==> src/wl_config.svh <==
/* Weight loader configuration */

`ifndef WL_CONFIG_SVH
`define WL_CONFIG_SVH

// ============================================================
// Word and address widths
// ============================================================
`define WL_DATA_W 8
`define WL_ADDR_W 8

// ============================================================
// Layer dimensions
// ============================================================
// Layer-1 input and output features
`define WL_FEAT_IN 20
`define WL_FEAT_OUT 4
// Layer-2 output features
`define WL_FEAT_FINAL 3

// Four sections: W1, A1, W2, A2
`define WL_TOTAL_WORDS ( \
  (`WL_FEAT_IN * `WL_FEAT_OUT) + \
  (2 * `WL_FEAT_OUT) + \
  (`WL_FEAT_OUT * `WL_FEAT_FINAL) + \
  (2 * `WL_FEAT_FINAL))

`endif

==> src/wl_pkg.sv <==
/* Weight loader types */

`include "wl_config.svh"

package wl_pkg;

  // ============================================================
  // Basic types
  // ============================================================
  typedef logic [`WL_DATA_W-1:0] word_t;
  typedef logic [`WL_ADDR_W-1:0] waddr_t;

  // Row or column index, sized for the longest dimension
  localparam int IDX_W = $clog2(`WL_FEAT_IN + 1);
  typedef logic [IDX_W-1:0] idx_t;

  // ============================================================
  // Weight memory sections, in stream order
  // ============================================================
  typedef enum logic [2:0] {
    SEC_W1,
    SEC_A1,
    SEC_W2,
    SEC_A2,
    SEC_DONE
  } section_e;

  // ============================================================
  // One placed word
  // ============================================================
  // Attention sections leave row at zero and use col as the index
  typedef struct packed {
    logic     vld;
    section_e sec;
    idx_t     row;
    idx_t     col;
    word_t    data;
  } wl_wr_t;

endpackage

==> src/weight_stream_seq.sv <==
/* Weight stream sequencer */

`include "wl_config.svh"

module weight_stream_seq (
  input  logic             clk,
  input  logic             rst_n,
  input  logic             load_i,
  output wl_pkg::waddr_t   wmem_addr_o,
  input  wl_pkg::word_t    wmem_data_i,
  output wl_pkg::wl_wr_t   wr_o,
  output wl_pkg::section_e sec_o
);

  // One past the last weight address
  localparam wl_pkg::waddr_t END_ADDR = wl_pkg::waddr_t'(`WL_TOTAL_WORDS);

  wl_pkg::waddr_t   addr_q;
  wl_pkg::idx_t     row_q;
  wl_pkg::idx_t     col_q;
  wl_pkg::section_e sec_q;

  wl_pkg::idx_t     col_max;
  wl_pkg::idx_t     row_max;
  wl_pkg::section_e sec_step;
  logic             issue;
  logic             col_last;
  logic             row_last;

  // Tag of the address issued last cycle
  logic             tag_vld_q;
  wl_pkg::section_e tag_sec_q;
  wl_pkg::idx_t     tag_row_q;
  wl_pkg::idx_t     tag_col_q;

  // ============================================================
  // Section bounds
  // ============================================================
  always_comb begin
    col_max  = '0;
    row_max  = '0;
    sec_step = wl_pkg::SEC_DONE;
    case (sec_q)
      wl_pkg::SEC_W1: begin
        col_max  = wl_pkg::idx_t'(`WL_FEAT_OUT - 1);
        row_max  = wl_pkg::idx_t'(`WL_FEAT_IN - 1);
        sec_step = wl_pkg::SEC_A1;
      end
      wl_pkg::SEC_A1: begin
        col_max  = wl_pkg::idx_t'(2 * `WL_FEAT_OUT - 1);
        sec_step = wl_pkg::SEC_W2;
      end
      wl_pkg::SEC_W2: begin
        col_max  = wl_pkg::idx_t'(`WL_FEAT_FINAL - 1);
        row_max  = wl_pkg::idx_t'(`WL_FEAT_OUT - 1);
        sec_step = wl_pkg::SEC_A2;
      end
      wl_pkg::SEC_A2: begin
        col_max  = wl_pkg::idx_t'(2 * `WL_FEAT_FINAL - 1);
        // Held here until the final word lands
        sec_step = wl_pkg::SEC_A2;
      end
      default: begin
        sec_step = wl_pkg::SEC_DONE;
      end
    endcase
  end

  assign issue    = load_i && (sec_q != wl_pkg::SEC_DONE) && (addr_q != END_ADDR);
  assign col_last = (col_q == col_max);
  assign row_last = (row_q == row_max);

  // ============================================================
  // Address, index and section FSM
  // ============================================================
  always_ff @(posedge clk or negedge rst_n) begin
    if (!rst_n) begin
      addr_q <= '0;
      row_q  <= '0;
      col_q  <= '0;
      sec_q  <= wl_pkg::SEC_W1;
    end else if (issue) begin
      addr_q <= addr_q + 1'b1;
      if (col_last) begin
        col_q <= '0;
        if (row_last) begin
          row_q <= '0;
          sec_q <= sec_step;
        end else begin
          row_q <= row_q + 1'b1;
        end
      end else begin
        col_q <= col_q + 1'b1;
      end
    end else if (sec_q == wl_pkg::SEC_A2 && addr_q == END_ADDR && tag_vld_q) begin
      // Last word is on wr this cycle
      sec_q <= wl_pkg::SEC_DONE;
    end
  end

  // ============================================================
  // Tag pipeline, aligned with the memory latency
  // ============================================================
  always_ff @(posedge clk or negedge rst_n) begin
    if (!rst_n) begin
      tag_vld_q <= 1'b0;
    end else begin
      tag_vld_q <= issue;
    end
  end

  always_ff @(posedge clk) begin
    if (issue) begin
      tag_sec_q <= sec_q;
      tag_row_q <= row_q;
      tag_col_q <= col_q;
    end
  end

  always_comb begin
    wr_o.vld  = tag_vld_q;
    wr_o.sec  = tag_sec_q;
    wr_o.row  = tag_row_q;
    wr_o.col  = tag_col_q;
    wr_o.data = wmem_data_i;
  end

  assign wmem_addr_o = addr_q;
  assign sec_o       = sec_q;

  // End of memory is reached only in the last section
  a_addr_bound: assert property (@(posedge clk) disable iff (!rst_n)
    (addr_q == END_ADDR) |->
      (sec_q == wl_pkg::SEC_A2 || sec_q == wl_pkg::SEC_DONE));

endmodule

==> src/weight_bank_array.sv <==
/* Layer-1 weight banks */

`include "wl_config.svh"

module weight_bank_array (
  input  logic                              clk,
  input  logic                              rst_n,
  input  wl_pkg::wl_wr_t                    wr_i,
  input  wl_pkg::idx_t  [`WL_FEAT_OUT-1:0] rd_addr_i,
  output wl_pkg::word_t [`WL_FEAT_OUT-1:0] rd_data_o
);

  logic w1_wr;

  assign w1_wr = wr_i.vld && (wr_i.sec == wl_pkg::SEC_W1);

  // ============================================================
  // One bank per output column
  // ============================================================
  for (genvar b = 0; b < `WL_FEAT_OUT; b++) begin : g_bank
    wl_pkg::word_t mem [`WL_FEAT_IN];
    wl_pkg::word_t rd_q;
    logic          we;

    // Column picks the bank, row is the bank address
    assign we = w1_wr && (wr_i.col == wl_pkg::idx_t'(b));

    always_ff @(posedge clk) begin
      if (we) begin
        mem[wr_i.row] <= wr_i.data;
      end
    end

    // Registered read port
    always_ff @(posedge clk or negedge rst_n) begin
      if (!rst_n) begin
        rd_q <= '0;
      end else begin
        rd_q <= mem[rd_addr_i[b]];
      end
    end

    assign rd_data_o[b] = rd_q;
  end

  // ============================================================
  // Checks
  // ============================================================
  // Sequencer tags must land inside the bank array
  a_w1_col: assert property (@(posedge clk) disable iff (!rst_n)
    w1_wr |-> (wr_i.col < wl_pkg::idx_t'(`WL_FEAT_OUT)));

  a_w1_row: assert property (@(posedge clk) disable iff (!rst_n)
    w1_wr |-> (wr_i.row < wl_pkg::idx_t'(`WL_FEAT_IN)));

endmodule

==> src/attn_vector_reg.sv <==
/* Attention vector register */

`include "wl_config.svh"

module attn_vector_reg #(
  parameter int               LEN = 2 * `WL_FEAT_OUT,
  parameter wl_pkg::section_e SEC = wl_pkg::SEC_A1
) (
  input  logic                     clk,
  input  logic                     rst_n,
  input  wl_pkg::wl_wr_t           wr_i,
  output wl_pkg::word_t [LEN-1:0] vec_o
);

  wl_pkg::word_t [LEN-1:0] vec_q;
  logic                    accept;

  // Only words of this instance's section
  assign accept = wr_i.vld && (wr_i.sec == SEC);

  always_ff @(posedge clk or negedge rst_n) begin
    if (!rst_n) begin
      vec_q <= '0;
    end else if (accept) begin
      for (int i = 0; i < LEN; i++) begin
        if (wr_i.col == wl_pkg::idx_t'(i)) begin
          vec_q[i] <= wr_i.data;
        end
      end
    end
  end

  assign vec_o = vec_q;

  // Sequencer bound for this section must match LEN
  a_idx_range: assert property (@(posedge clk) disable iff (!rst_n)
    accept |-> (wr_i.col < wl_pkg::idx_t'(LEN)));

endmodule

==> src/conv2_weight_reg.sv <==
/* Layer-2 weight register */

`include "wl_config.svh"

module conv2_weight_reg (
  input  logic                                                clk,
  input  logic                                                rst_n,
  input  wl_pkg::wl_wr_t                                      wr_i,
  output wl_pkg::word_t [`WL_FEAT_FINAL-1:0][`WL_FEAT_OUT-1:0] w_o
);

  wl_pkg::word_t [`WL_FEAT_FINAL-1:0][`WL_FEAT_OUT-1:0] w_q;
  logic                                                 accept;

  assign accept = wr_i.vld && (wr_i.sec == wl_pkg::SEC_W2);

  // ============================================================
  // Transposed store
  // ============================================================
  // Stream is row major over FEAT_OUT x FEAT_FINAL, kept as [col][row]
  always_ff @(posedge clk or negedge rst_n) begin
    if (!rst_n) begin
      w_q <= '0;
    end else if (accept) begin
      for (int c = 0; c < `WL_FEAT_FINAL; c++) begin
        for (int r = 0; r < `WL_FEAT_OUT; r++) begin
          if (wr_i.col == wl_pkg::idx_t'(c) && wr_i.row == wl_pkg::idx_t'(r)) begin
            w_q[c][r] <= wr_i.data;
          end
        end
      end
    end
  end

  assign w_o = w_q;

endmodule

==> src/weight_loader_top.sv <==
/* Weight loader top level */

`include "wl_config.svh"

module weight_loader_top (
  input  logic                                                clk,
  input  logic                                                rst_n,
  input  logic                                                load_i,

  // External weight memory
  output wl_pkg::waddr_t                                      wmem_addr_o,
  input  wl_pkg::word_t                                       wmem_data_i,

  output logic                                                ready_o,

  // Layer-1 bank read ports
  input  wl_pkg::idx_t  [`WL_FEAT_OUT-1:0]                    bank_rd_addr_i,
  output wl_pkg::word_t [`WL_FEAT_OUT-1:0]                    bank_rd_data_o,

  // Captured registers
  output wl_pkg::word_t [2*`WL_FEAT_OUT-1:0]                  attn1_o,
  output wl_pkg::word_t [`WL_FEAT_FINAL-1:0][`WL_FEAT_OUT-1:0] w2_o,
  output wl_pkg::word_t [2*`WL_FEAT_FINAL-1:0]                attn2_o
);

  wl_pkg::wl_wr_t   wr;
  wl_pkg::section_e sec;
  logic             ready_q;

  // ============================================================
  // Sequencer
  // ============================================================
  weight_stream_seq u_seq (
    .clk         (clk),
    .rst_n       (rst_n),
    .load_i      (load_i),
    .wmem_addr_o (wmem_addr_o),
    .wmem_data_i (wmem_data_i),
    .wr_o        (wr),
    .sec_o       (sec)
  );

  // ============================================================
  // Destinations
  // ============================================================
  weight_bank_array u_w1_banks (
    .clk       (clk),
    .rst_n     (rst_n),
    .wr_i      (wr),
    .rd_addr_i (bank_rd_addr_i),
    .rd_data_o (bank_rd_data_o)
  );

  attn_vector_reg #(
    .LEN (2 * `WL_FEAT_OUT),
    .SEC (wl_pkg::SEC_A1)
  ) u_attn1 (
    .clk   (clk),
    .rst_n (rst_n),
    .wr_i  (wr),
    .vec_o (attn1_o)
  );

  conv2_weight_reg u_w2 (
    .clk   (clk),
    .rst_n (rst_n),
    .wr_i  (wr),
    .w_o   (w2_o)
  );

  attn_vector_reg #(
    .LEN (2 * `WL_FEAT_FINAL),
    .SEC (wl_pkg::SEC_A2)
  ) u_attn2 (
    .clk   (clk),
    .rst_n (rst_n),
    .wr_i  (wr),
    .vec_o (attn2_o)
  );

  // ============================================================
  // Ready level
  // ============================================================
  // Sticky until reset
  always_ff @(posedge clk or negedge rst_n) begin
    if (!rst_n) begin
      ready_q <= 1'b0;
    end else if (sec == wl_pkg::SEC_DONE) begin
      ready_q <= 1'b1;
    end
  end

  assign ready_o = ready_q;

endmodule

==> config.mk <==
export PLATFORM = sky130hd
export DESIGN_NAME = weight_loader_top
export DESIGN_NICKNAME = d
export VERILOG_FILES = /design/src/wl_pkg.sv /design/src/weight_stream_seq.sv /design/src/weight_bank_array.sv /design/src/attn_vector_reg.sv /design/src/conv2_weight_reg.sv /design/src/weight_loader_top.sv
export VERILOG_INCLUDE_DIRS = /design/src
export SDC_FILE = /design/constraint.sdc
export NUM_CORES = 1
export LEC_CHECK = 0
export BUFFER_PORTS_ARGS = -buffer_cell sky130_fd_sc_hd__buf_2
export CAP_MARGIN = 20
export CORE_MARGIN = 2
export CORE_UTILIZATION = 54
export CTS_CLUSTER_DIAMETER = 40
export DETAILED_ROUTE_END_ITERATION = 7
export MAX_ROUTING_LAYER = met4
export PLACE_DENSITY = 0.76
export SLEW_MARGIN = 20
export SYNTH_ARGS = -nofsm -noshare
export SYNTH_HDL_FRONTEND = slang
export SYNTH_HIERARCHICAL = 1
export SYNTH_SLANG_ARGS = --single-unit
==> constraint.sdc <==
create_clock -name clk -period 2.4 [get_ports clk]
set_input_delay 0.36 -clock clk [delete_from_list [all_inputs] [get_ports clk]]
set_output_delay 0.36 -clock clk [all_outputs]
set_load 0.005 [all_outputs]
==> results of run 1 <==
[worst max path at each step]
stage               slack, ns                              end          startpoint  cells past startpoint
floorplan               -0.03  u_w1_banks/g_bank[0].mem[19][0]  u_seq/tag_col_q[2]                      5
global placement         0.01   u_w1_banks/g_bank[0].mem[6][2]  u_seq/tag_col_q[3]                      7
detailed placement      -0.06   u_w1_banks/g_bank[0].mem[3][3]  u_seq/tag_col_q[3]                      7
CTS                     -0.06   u_w1_banks/g_bank[0].mem[0][5]  u_seq/tag_col_q[3]                      7
global route            -0.16   u_w1_banks/g_bank[0].mem[3][0]  u_seq/tag_col_q[3]                      7
finish                  -0.09   u_w1_banks/g_bank[0].mem[0][5]  u_seq/tag_col_q[3]                      7
[registers in the layout (all words and copies together), names as in the netlist]
| name | count |
|---|---|
| u_seq/row_q | 5 |
| u_attn1/vec_o | 64 |
| u_seq/tag_sec_q | 3 |
| u_seq/tag_col_q | 5 |
| u_seq/col_q | 5 |
| u_w1_banks/g_bank.rd_q | 32 |
| u_seq/sec_o | 3 |
| u_w1_banks/g_bank.mem | 640 |
| u_seq/wmem_addr_o | 8 |
| ready_o | 1 |
| u_attn2/vec_o | 48 |
| u_seq/tag_row_q | 5 |
| u_seq/tag_vld_q | 1 |
| u_w2/w_o | 96 |
[stage by stage]
stage	TNS, ns	power (mW)	cell area (sq um)	setup slack, ns
final	-13.79	38.1	44000	-0.0854
after global routing	-52.70	39.2	44000	-0.161
after CTS	-4.55	38.2	43600	-0.0558
after detailed placement	-6.89	21.4	39700	-0.0632
after global placement	0	21.3	39700	0.0125
after floorplan	-5.58	20.0	36200	-0.0349
[what timing repair did]
action / in CTS / in global routing
hold buffers: 2 / 0
setup buffers: 0 / 2
gates resized for setup: 22 / 86
endpoints found under the setup margin: 168 / 632
cloned: 0 / 5
endpoints found under the hold margin: 76 / 0
[critical path: stages, from the launching register on]
cell and delay, ns:
edfxtp_1 0.40, or4b_4 0.57, nor4_4 0.18, buf_4 0.17, or3b_4 0.39, buf_12 0.19, nor2_2 0.12, buf_6 0.16
[area by class of cell]
cell class	instances	area, sq um	share of cell area
Antenna cell	3	7.51	0.000170
Clock buffer	125	2930	0.0666
Clock inverter	79	881	0.0200
Inverter	6	22.5	0.000511
Multi-Input combinational cell	885	9520	0.216
Sequential cell	916	26200	0.595
Tap cell	864	1080	0.0245
Timing Repair Buffer	473	3400	0.0773
[cell usage in the layout, fill, tap and decap left out, types with 7 or more instances in the layout]
cell type / instances
clkbuf_16: 117
o211ai_1: 16
nor2b_1: 12
buf_12: 20
buf_2: 270
xnor2_1: 7
nor2_4: 21
inv_6: 12
bufinv_16: 9
a21oi_1: 15
nand3_1: 22
clkinvlp_4: 8
clkinv_4: 14
buf_4: 124
mux2_4: 48
o21ai_0: 22
clkinv_2: 12
edfxtp_1: 653
nor2_1: 39
a22oi_1: 24
nand4_4: 11
nand2_1: 75
a221oi_1: 15
mux2_2: 160
mux4_2: 109
mux2i_1: 134
buf_6: 52
inv_8: 8
dfrtp_1: 263
nand2b_1: 9
nor2_2: 31
[power by group]
part	switching (mW)	total, mW	internal (mW)
Combinational	1.66	3.07	1.41
Clock	6.93	16.9	9.98
Sequential	0.490	18.1	17.6
Total	9.08	38.1	29.0
[per-layer routing]
metal	part of all wire	global-route usage	up-vias
met2	0.50	0.425	1109
met5	0	-	-
met1	0.39	0.350	10400
li1	-	-	8497
met4	0.033	0.0935	0
met3	0.080	0.0437	191
[cell families after synthesis]
family	synth area share
AO/OA/AOI/OAI	0.0249
adder cells (fa/ha/maj)	0.00138
XOR/XNOR	0.00266
multiplexers	0.175
flip-flops	0.724
buffers and inverters	0.0183
AND/OR/NAND/NOR	0.0532
==> results.md, run 1 <==
Die:
- In this run the standard cell core region covers 66000 sq um.
- After floorplanning, the core was divided into 94 placement rows.
- 280 I/O pins were placed.
- From left edge to right edge, the die measures 263 um.
- The die height is 263 um.
- The initial utilization of the core area, before any placement, comes to 0.548.
- The die covers 69100 sq um.

Detailed routing:
- The routed wire length is 90.2 mm.
- Dividing the detail-routed via count by the number of cells gives 6.02.
- Dividing the detail-routed wire length by the instance count gives 26.9 um.
- The detailed-router iteration count before antenna repair is 7.
- The routed layout has 20200 vias.
- For this run, design rule violations remaining after detail routing come to 0.
- The post-detailed-route count of antenna-violating nets is 0.
- The first routing iteration left 2080 violations.

Power:
- Summed over all cells, the static leakage comes to 16.8 nW.
- The total power density per cell area is 865 nW/um^2.
- VDD sags by at most 755 uV.

Worst setup path:
- The kind of start point of the critical path is a register.
- The worst setup path is captured at a register.
- The highest fanout seen on the critical path is 20.
- The endpoint arrival time on the critical path is 2.83 ns.
- Setup slack on the worst reg-to-reg path comes out at -0.09 ns.
- In this run the critical register-to-register path is launched from u_seq/tag_col_q[3].
- The endpoint required time on the critical path is 2.74 ns.
- The depth of the worst register-to-register path is 7.
- The reg-to-reg critical path endpoint is u_w1_banks/g_bank[0].mem[0][5].
- The critical path is of the register to register type.

Flow run:
- The max-cap violation count is 0.

Timing:
- The clock period minus final worst setup slack is 2.49 ns.
- At the pin with the least slew margin, the transition time is 0.790 ns.
- The worst path setup slack after routing is -0.0854 ns.
- The final count of hold timing violations is 0.
- Dividing the final minimum period by the clock period gives 1.04.
- The maximum clock frequency is 0.402 GHz.
- The final setup violation count is 338.
- Final hold analysis gives a worst-case slack of 0.0371 ns.
- The worst-case clock skew is 0.0270 ns.
- Setup repair after global routing could not meet its margin everywhere.
- The final number of max-transition violations is 0.
- Measured against its own limit, the worst slew margin works out to 0.467.

Placed design:
- The cell total after placement is 3135.
- The weighted congestion reported at the end of routability-driven placement is 0.912.
- Detailed placement ended at an HPWL of 55.9 mm.
- The number of buffers added on ports is 279.

Clock tree:
- The CTS H-tree depth is 3.
- The number of buffers on the longest clock path is 3.
- TritonCTS built the clock tree.
- The clock-pin slew reported for the worst setup and hold paths after clock tree synthesis is 0.06 ns.
- The cell sitting at the root of the clock tree is a clkbuf_16.
- The number of clock sinks is 916.
- The clock network latency to the later pin of the worst-skew pair is 0.65 ns.
- Buffers inserted during clock tree synthesis total 108.

Global route:
- The global router's overall resource usage is 0.266.
- The largest net degree at the start of global routing is 81.
- After global routing the overflow that remains totals 0.
- The first global-routing pass estimated 134 mm of wire.
- The number of global-route vias before repair is 20900.
- The number of antenna violations at the first check in global routing came to 3.

Min path:
- The path with the worst hold slack has its endpoint at u_w1_banks/g_bank[1].rd_q[0].
- The class of the tightest hold or removal check is primary input to register.
- Along the worst hold path, the cell count comes to 2.
- The worst hold path begins at bank_rd_addr_i[7].

Synthesis:
- The netlist area before placement is 36200 sq um.
- The most used flip-flop cell after synthesis is edfxtp_1.
- After synthesis, the most frequently instantiated cells are edfxtp_1, dfrtp_1, mux2_2.
- Sorting the synthesized cells by area gives the leading types as edfxtp_1, dfrtp_1, mux4_2.
- Synthesis produced a netlist with a net count of 1946.
- The register bit total from synthesis is 916.
- The leading area contributor after synthesis is edfxtp_1.
- Synthesis produced 1911 cells.
- Each instance of the synthesized netlist takes up on average 18.9 sq um.
- The area share of the largest cell type after synthesis is 0.542.
- By instance count, the leading cell after synthesis is edfxtp_1.
- The number of enable flip-flop cells after synthesis is 653.
- The fraction of registers with async set/reset is 0.287.
- The share of the Yosys chip area taken by registers is 0.724.
- After synthesis, the netlist uses 76 different library cells.
- During synthesis, Yosys emitted a total of 6 warnings.

Cells and area:
- The growth of design area from synthesis to finish is 21.8%.
- The post-route non-filler standard cell count is 3351.
- The count of filler cells inserted in the layout is 4148.
- The fraction of final layout cells sized beyond drive strength 1 is 0.438.
- For this run, the share of the core covered by cells in the final layout is 0.668.
- The net total in the final layout is 2425.

Run status:
- The checks that failed: negative setup slack.
- The run finished, with violations left.
Note: power is estimated with default switching activity, not from simulation.
==> run 2: changes to the inputs <==
Settings changed: ABC_AREA set to 1.
==> results.md, run 2 <==
Run status:
- The run finished with clean final reports.

Synthesis:
- The fraction of registers with async set/reset is 0.287 (unchanged).
- The fraction of the yosys area taken by sequential cells is 0.688 (-0.0359).
- The total nets after synthesis is 3490 (+79%).
- Sorting the synthesized cells by how often they occur yields nand2_1, edfxtp_1, nand3_1.
- The number of enable flip-flop cells after synthesis came to 653 (unchanged).
- The number of warnings reported in the yosys synthesis log is 6 (unchanged).
- The area share of the largest cell type after synthesis was 0.515 (-0.0269).
- The netlist area before placement is 38000 sq um (+5.2%).
- The number of distinct library cells after synthesis is 39 (-49%).
- For this run, the leading register cell type out of synthesis is edfxtp_1.
- The average size of a mapped cell was 11.0 sq um (-42%).
- Yosys instantiated no cell more often than nand2_1.
- By area the synthesized netlist is led by edfxtp_1, dfrtp_1, nand2_1.
- The cell count after synthesis is 3455 (+81%).
- edfxtp_1 takes more of the synthesized area than any other cell.
- The register bit total from synthesis came to 916 (unchanged).

Clock tree:
- The number of buffers on the longest clock path came to 3 (unchanged).
- The post-CTS repair timing setup buffer count was 0 (unchanged).
- The number of instances resized during post-cts repair was 0 (-100%).
- The CTS buffer count was 116 (+7.4%).
- The number of buffers inserted for hold repair after clock tree synthesis is 5 (+3).
- The CTS tree is yes.
- The CTS H-tree depth is 3 (unchanged).
- The clock-pin slew reported for the worst setup and hold paths after clock tree synthesis is 0.06 ns (about the same).
- In this run the clock root is driven by a clkbuf_16.
- The clock network latency to the later pin of the worst-skew pair is 0.68 ns (+0.03 ns).
- The number of clock sinks came to 916 (unchanged).

Timing:
- The worst-case clock skew is 0.0381 ns (+0.0111 ns).
- The slew of the pin with the lowest slew margin came to 0.699 ns (-0.0907 ns).
- The clock period minus final worst setup slack was 2.21 ns (-0.275 ns).
- Setup repair after global routing left no endpoint under its margin.
- The final number of max-transition violations came to 0 (unchanged).
- The final setup violation count is 0 (-100%).
- The setup TNS after final layout came to 0 ns (+13.79 ns).
- The final count of hold timing violations is 0 (unchanged).
- The worst-case headroom to the max-slew limit was 0.533 (+0.0665).
- The maximum clock frequency is 0.452 GHz (+12%).
- The final period utilization is 0.921 (-0.115).

Global route:
- The global router's overall resource usage is 0.284 (+0.0176).
- The largest net degree at the start of global routing is 81 (unchanged).
- The global-route wire length before repair was 155 mm (+16%).
- The global route total overflow is 0 (unchanged).
- The number of antenna violations at the first check in global routing is 1 (-2).
- The number of global-route vias before repair is 26700 (+28%).

Power:
- The sequential group share of total power was 0.452 (-0.023).
- The static leakage is 17.8 nW (+6.1%).
- The cell-internal power is 30.5 mW (+5.2%).
- The total power density per cell area is 928 nW/um^2 (+7.3%).
- The part of the total power dissipated in combinational logic is 0.124 (+0.043).
- The portion of total power attributed to the clock network is 0.424 (-0.020).
- The worst vdd rail ir drop is 663 uV (-12%).
- The fraction of power spent switching nets is 0.270 (+0.0315).
- The power dissipated by switching net loads is 11.3 mW (+24%).

Cells and area:
- The final core area utilization is 0.645 (-0.0229).
- In the layout the commonest cells are nand2_1, edfxtp_1, nand3_1.
- The post-route standard cell area excluding fillers is 45100 sq um (+2.3%).
- The number of flip-flops under the largest register name is 640 (unchanged).
- The net total in the final layout is 3870 (+60%).
- The count of filler cells inserted in the layout is 5223 (+26%).
- Compared with the post-synthesis result, the final layout area differs by 18.4%.
- The fraction of final layout cells sized beyond drive strength 1 is 0.188 (-0.250).
- The post-route non-filler standard cell count was 4878 (+46%).
- Ranked by flip-flop count, first place goes to u_w1_banks/g_bank.mem.
- Leaving out fill and tap cells, the most frequent cell in the layout is nand2_1.

Die:
- The overall die width is 269 um (+2.5%).
- The initial standard-cell utilization of the core came to 0.544 (-0.00381).
- The area of the core region came to 69900 sq um (+6.0%).
- The die area came to 72600 sq um (+5.1%).
- The die height came to 269 um (+2.5%).
- The number of core rows is 97 (+3.2%).
- The number of ports placed on the die boundary is 280 (unchanged).

Worst setup path:
- The slowest library cell on the worst path is edfxtp_1.
- The number of buffer and inverter stages on the critical path was 1 (-2).
- The worst setup path is launched from a register.
- The kind of capture point of the worst setup path is a register.
- The register-to-register setup slack came to 0.19 ns (+0.27 ns).
- The largest incremental delay on the critical path came to 0.55 ns (-0.02 ns).
- The critical register-to-register path startpoint is u_seq/tag_row_q[4].
- The reg-to-reg critical path endpoint is u_w1_banks/g_bank[2].mem[8][6].
- The highest fanout seen on the critical path is 8 (-60%).
- Walking the worst path, the cells encountered are nor3_1, nand2_1, nor2_1, buf_4.
- Broken down by cell family, the worst path's largest delay share belongs to simple AND/OR/NAND/NOR gates.
- The endpoint arrival time on the critical path is 2.58 ns (-0.25 ns).
- The type of the setup path with the least slack is register to register.
- The depth of the worst register-to-register path is 4 (-3).
- The most critical setup path has its startpoint at u_seq/tag_row_q[4].
- In this run the worst setup path terminates at u_w1_banks/g_bank[2].mem[8][6].
- The endpoint required time on the critical path is 2.76 ns (+0.02 ns).
- The critical path depth was 4 (-3).

Min path:
- The cell depth of the worst hold path is 3 (+1).
- The class of the tightest hold or removal check is primary input to register.

Placed design:
- The cell area after placement came to 41000 sq um (+3.3%).
- The weighted congestion reported at the end of routability-driven placement was 0.916 (+0.45%).
- The half-perimeter wire length of the detailed placement result is 63.5 mm (+13%).
- The cell total after placement is 4652 (+48%).
- The number of buffers added on ports is 279 (unchanged).

Flow run:
- The max-cap violation count was 0 (unchanged).

Detailed routing:
- The detail-routed net length per standard cell is 20.7 um (-23%).
- The routed via count divided by cell count is 5.67 (-5.8%).
- The routed wire length is 101 mm (+12%).
- The violation count after the first detailed-routing iteration is 3260 (+57%).
- The post-detailed-route count of antenna-violating nets is 0 (unchanged).
- The DRC violation count after routing is 0 (unchanged).
- The detailed-router iteration count before antenna repair is 7 (unchanged).
- The via total after detailed routing is 27700 (+37%).
[run 2: final cells by class]
| type | count | area (sq um) | area share |
|---|---|---|---|
| antenna | 1 | 2.50 | 0.0000555 |
| clock buffer | 138 | 3130 | 0.0694 |
| clock inverter | 82 | 918 | 0.0204 |
| inverter | 73 | 285 | 0.00633 |
| multi-input combinational | 2284 | 10400 | 0.230 |
| sequential | 916 | 26200 | 0.581 |
| tap | 940 | 1180 | 0.0261 |
| timing repair buffer | 444 | 2990 | 0.0664 |
[run 2: how the worst min path moves through the flow]
stage / startpoint / to / slack (ns)
floorplan: rst_n / ready_o / 0.06
global placement: rst_n / u_w1_banks/g_bank[2].rd_q[4] / 0.34
detailed placement: rst_n / u_w1_banks/g_bank[2].rd_q[5] / 0.35
CTS: load_i / u_seq/tag_vld_q / 0.009
global route: load_i / u_seq/tag_vld_q / 0.02
finish: load_i / u_seq/tag_vld_q / 0.04
[run 2: power groups by stage]
stage | combinational (mW) | sequential [mW] | clock, mW
floorplan | 2.76 | 19.2 | 0
global placement | 5.00 | 19.2 | 0
detailed placement | 5.12 | 19.2 | 0
CTS | 5.16 | 18.9 | 17.9
global route | 5.70 | 19.0 | 18.7
finish | 5.18 | 18.9 | 17.7
[run 2: per-stage QoR]
stage	setup WS (ns)	hold slack (ns)	total power, mW
global placement	0.389	0.344	24.2
CTS	0.244	0.00936	42.0
finish	0.190	0.0377	41.8
floorplan	0.315	0.0644	21.9
detailed placement	0.279	0.347	24.3
global route	0.128	0.0199	43.4
[run 2: cells by family (layout without fill, tap and decap cells)]
group / after synthesis / after routing / share of synthesized area
buffers and inverters: 255 / 737 / 0.0391
other: 0 / 1 / 0
AO/OA/AOI/OAI: 134 / 134 / 0.0190
XOR/XNOR: 13 / 13 / 0.00319
adder cells (fa/ha/maj): 4 / 4 / 0.00132
AND/OR/NAND/NOR: 2133 / 2133 / 0.249
flip-flops: 916 / 916 / 0.688
[run 2: worst min-delay path: cells and delay by family]
family | cells | cell delay (ns)
simple gates | 2 | 0.18
buf+inv | 1 | 0.10
[run 2: metal layers]
metal | vias up | global-route usage | wire length, um
met5 | - | - | 0
met4 | 0 | 0.0925 | 3050
met3 | 236 | 0.0602 | 10500
met2 | 1616 | 0.446 | 47400
met1 | 13200 | 0.372 | 39800
li1 | 12600 | - | -
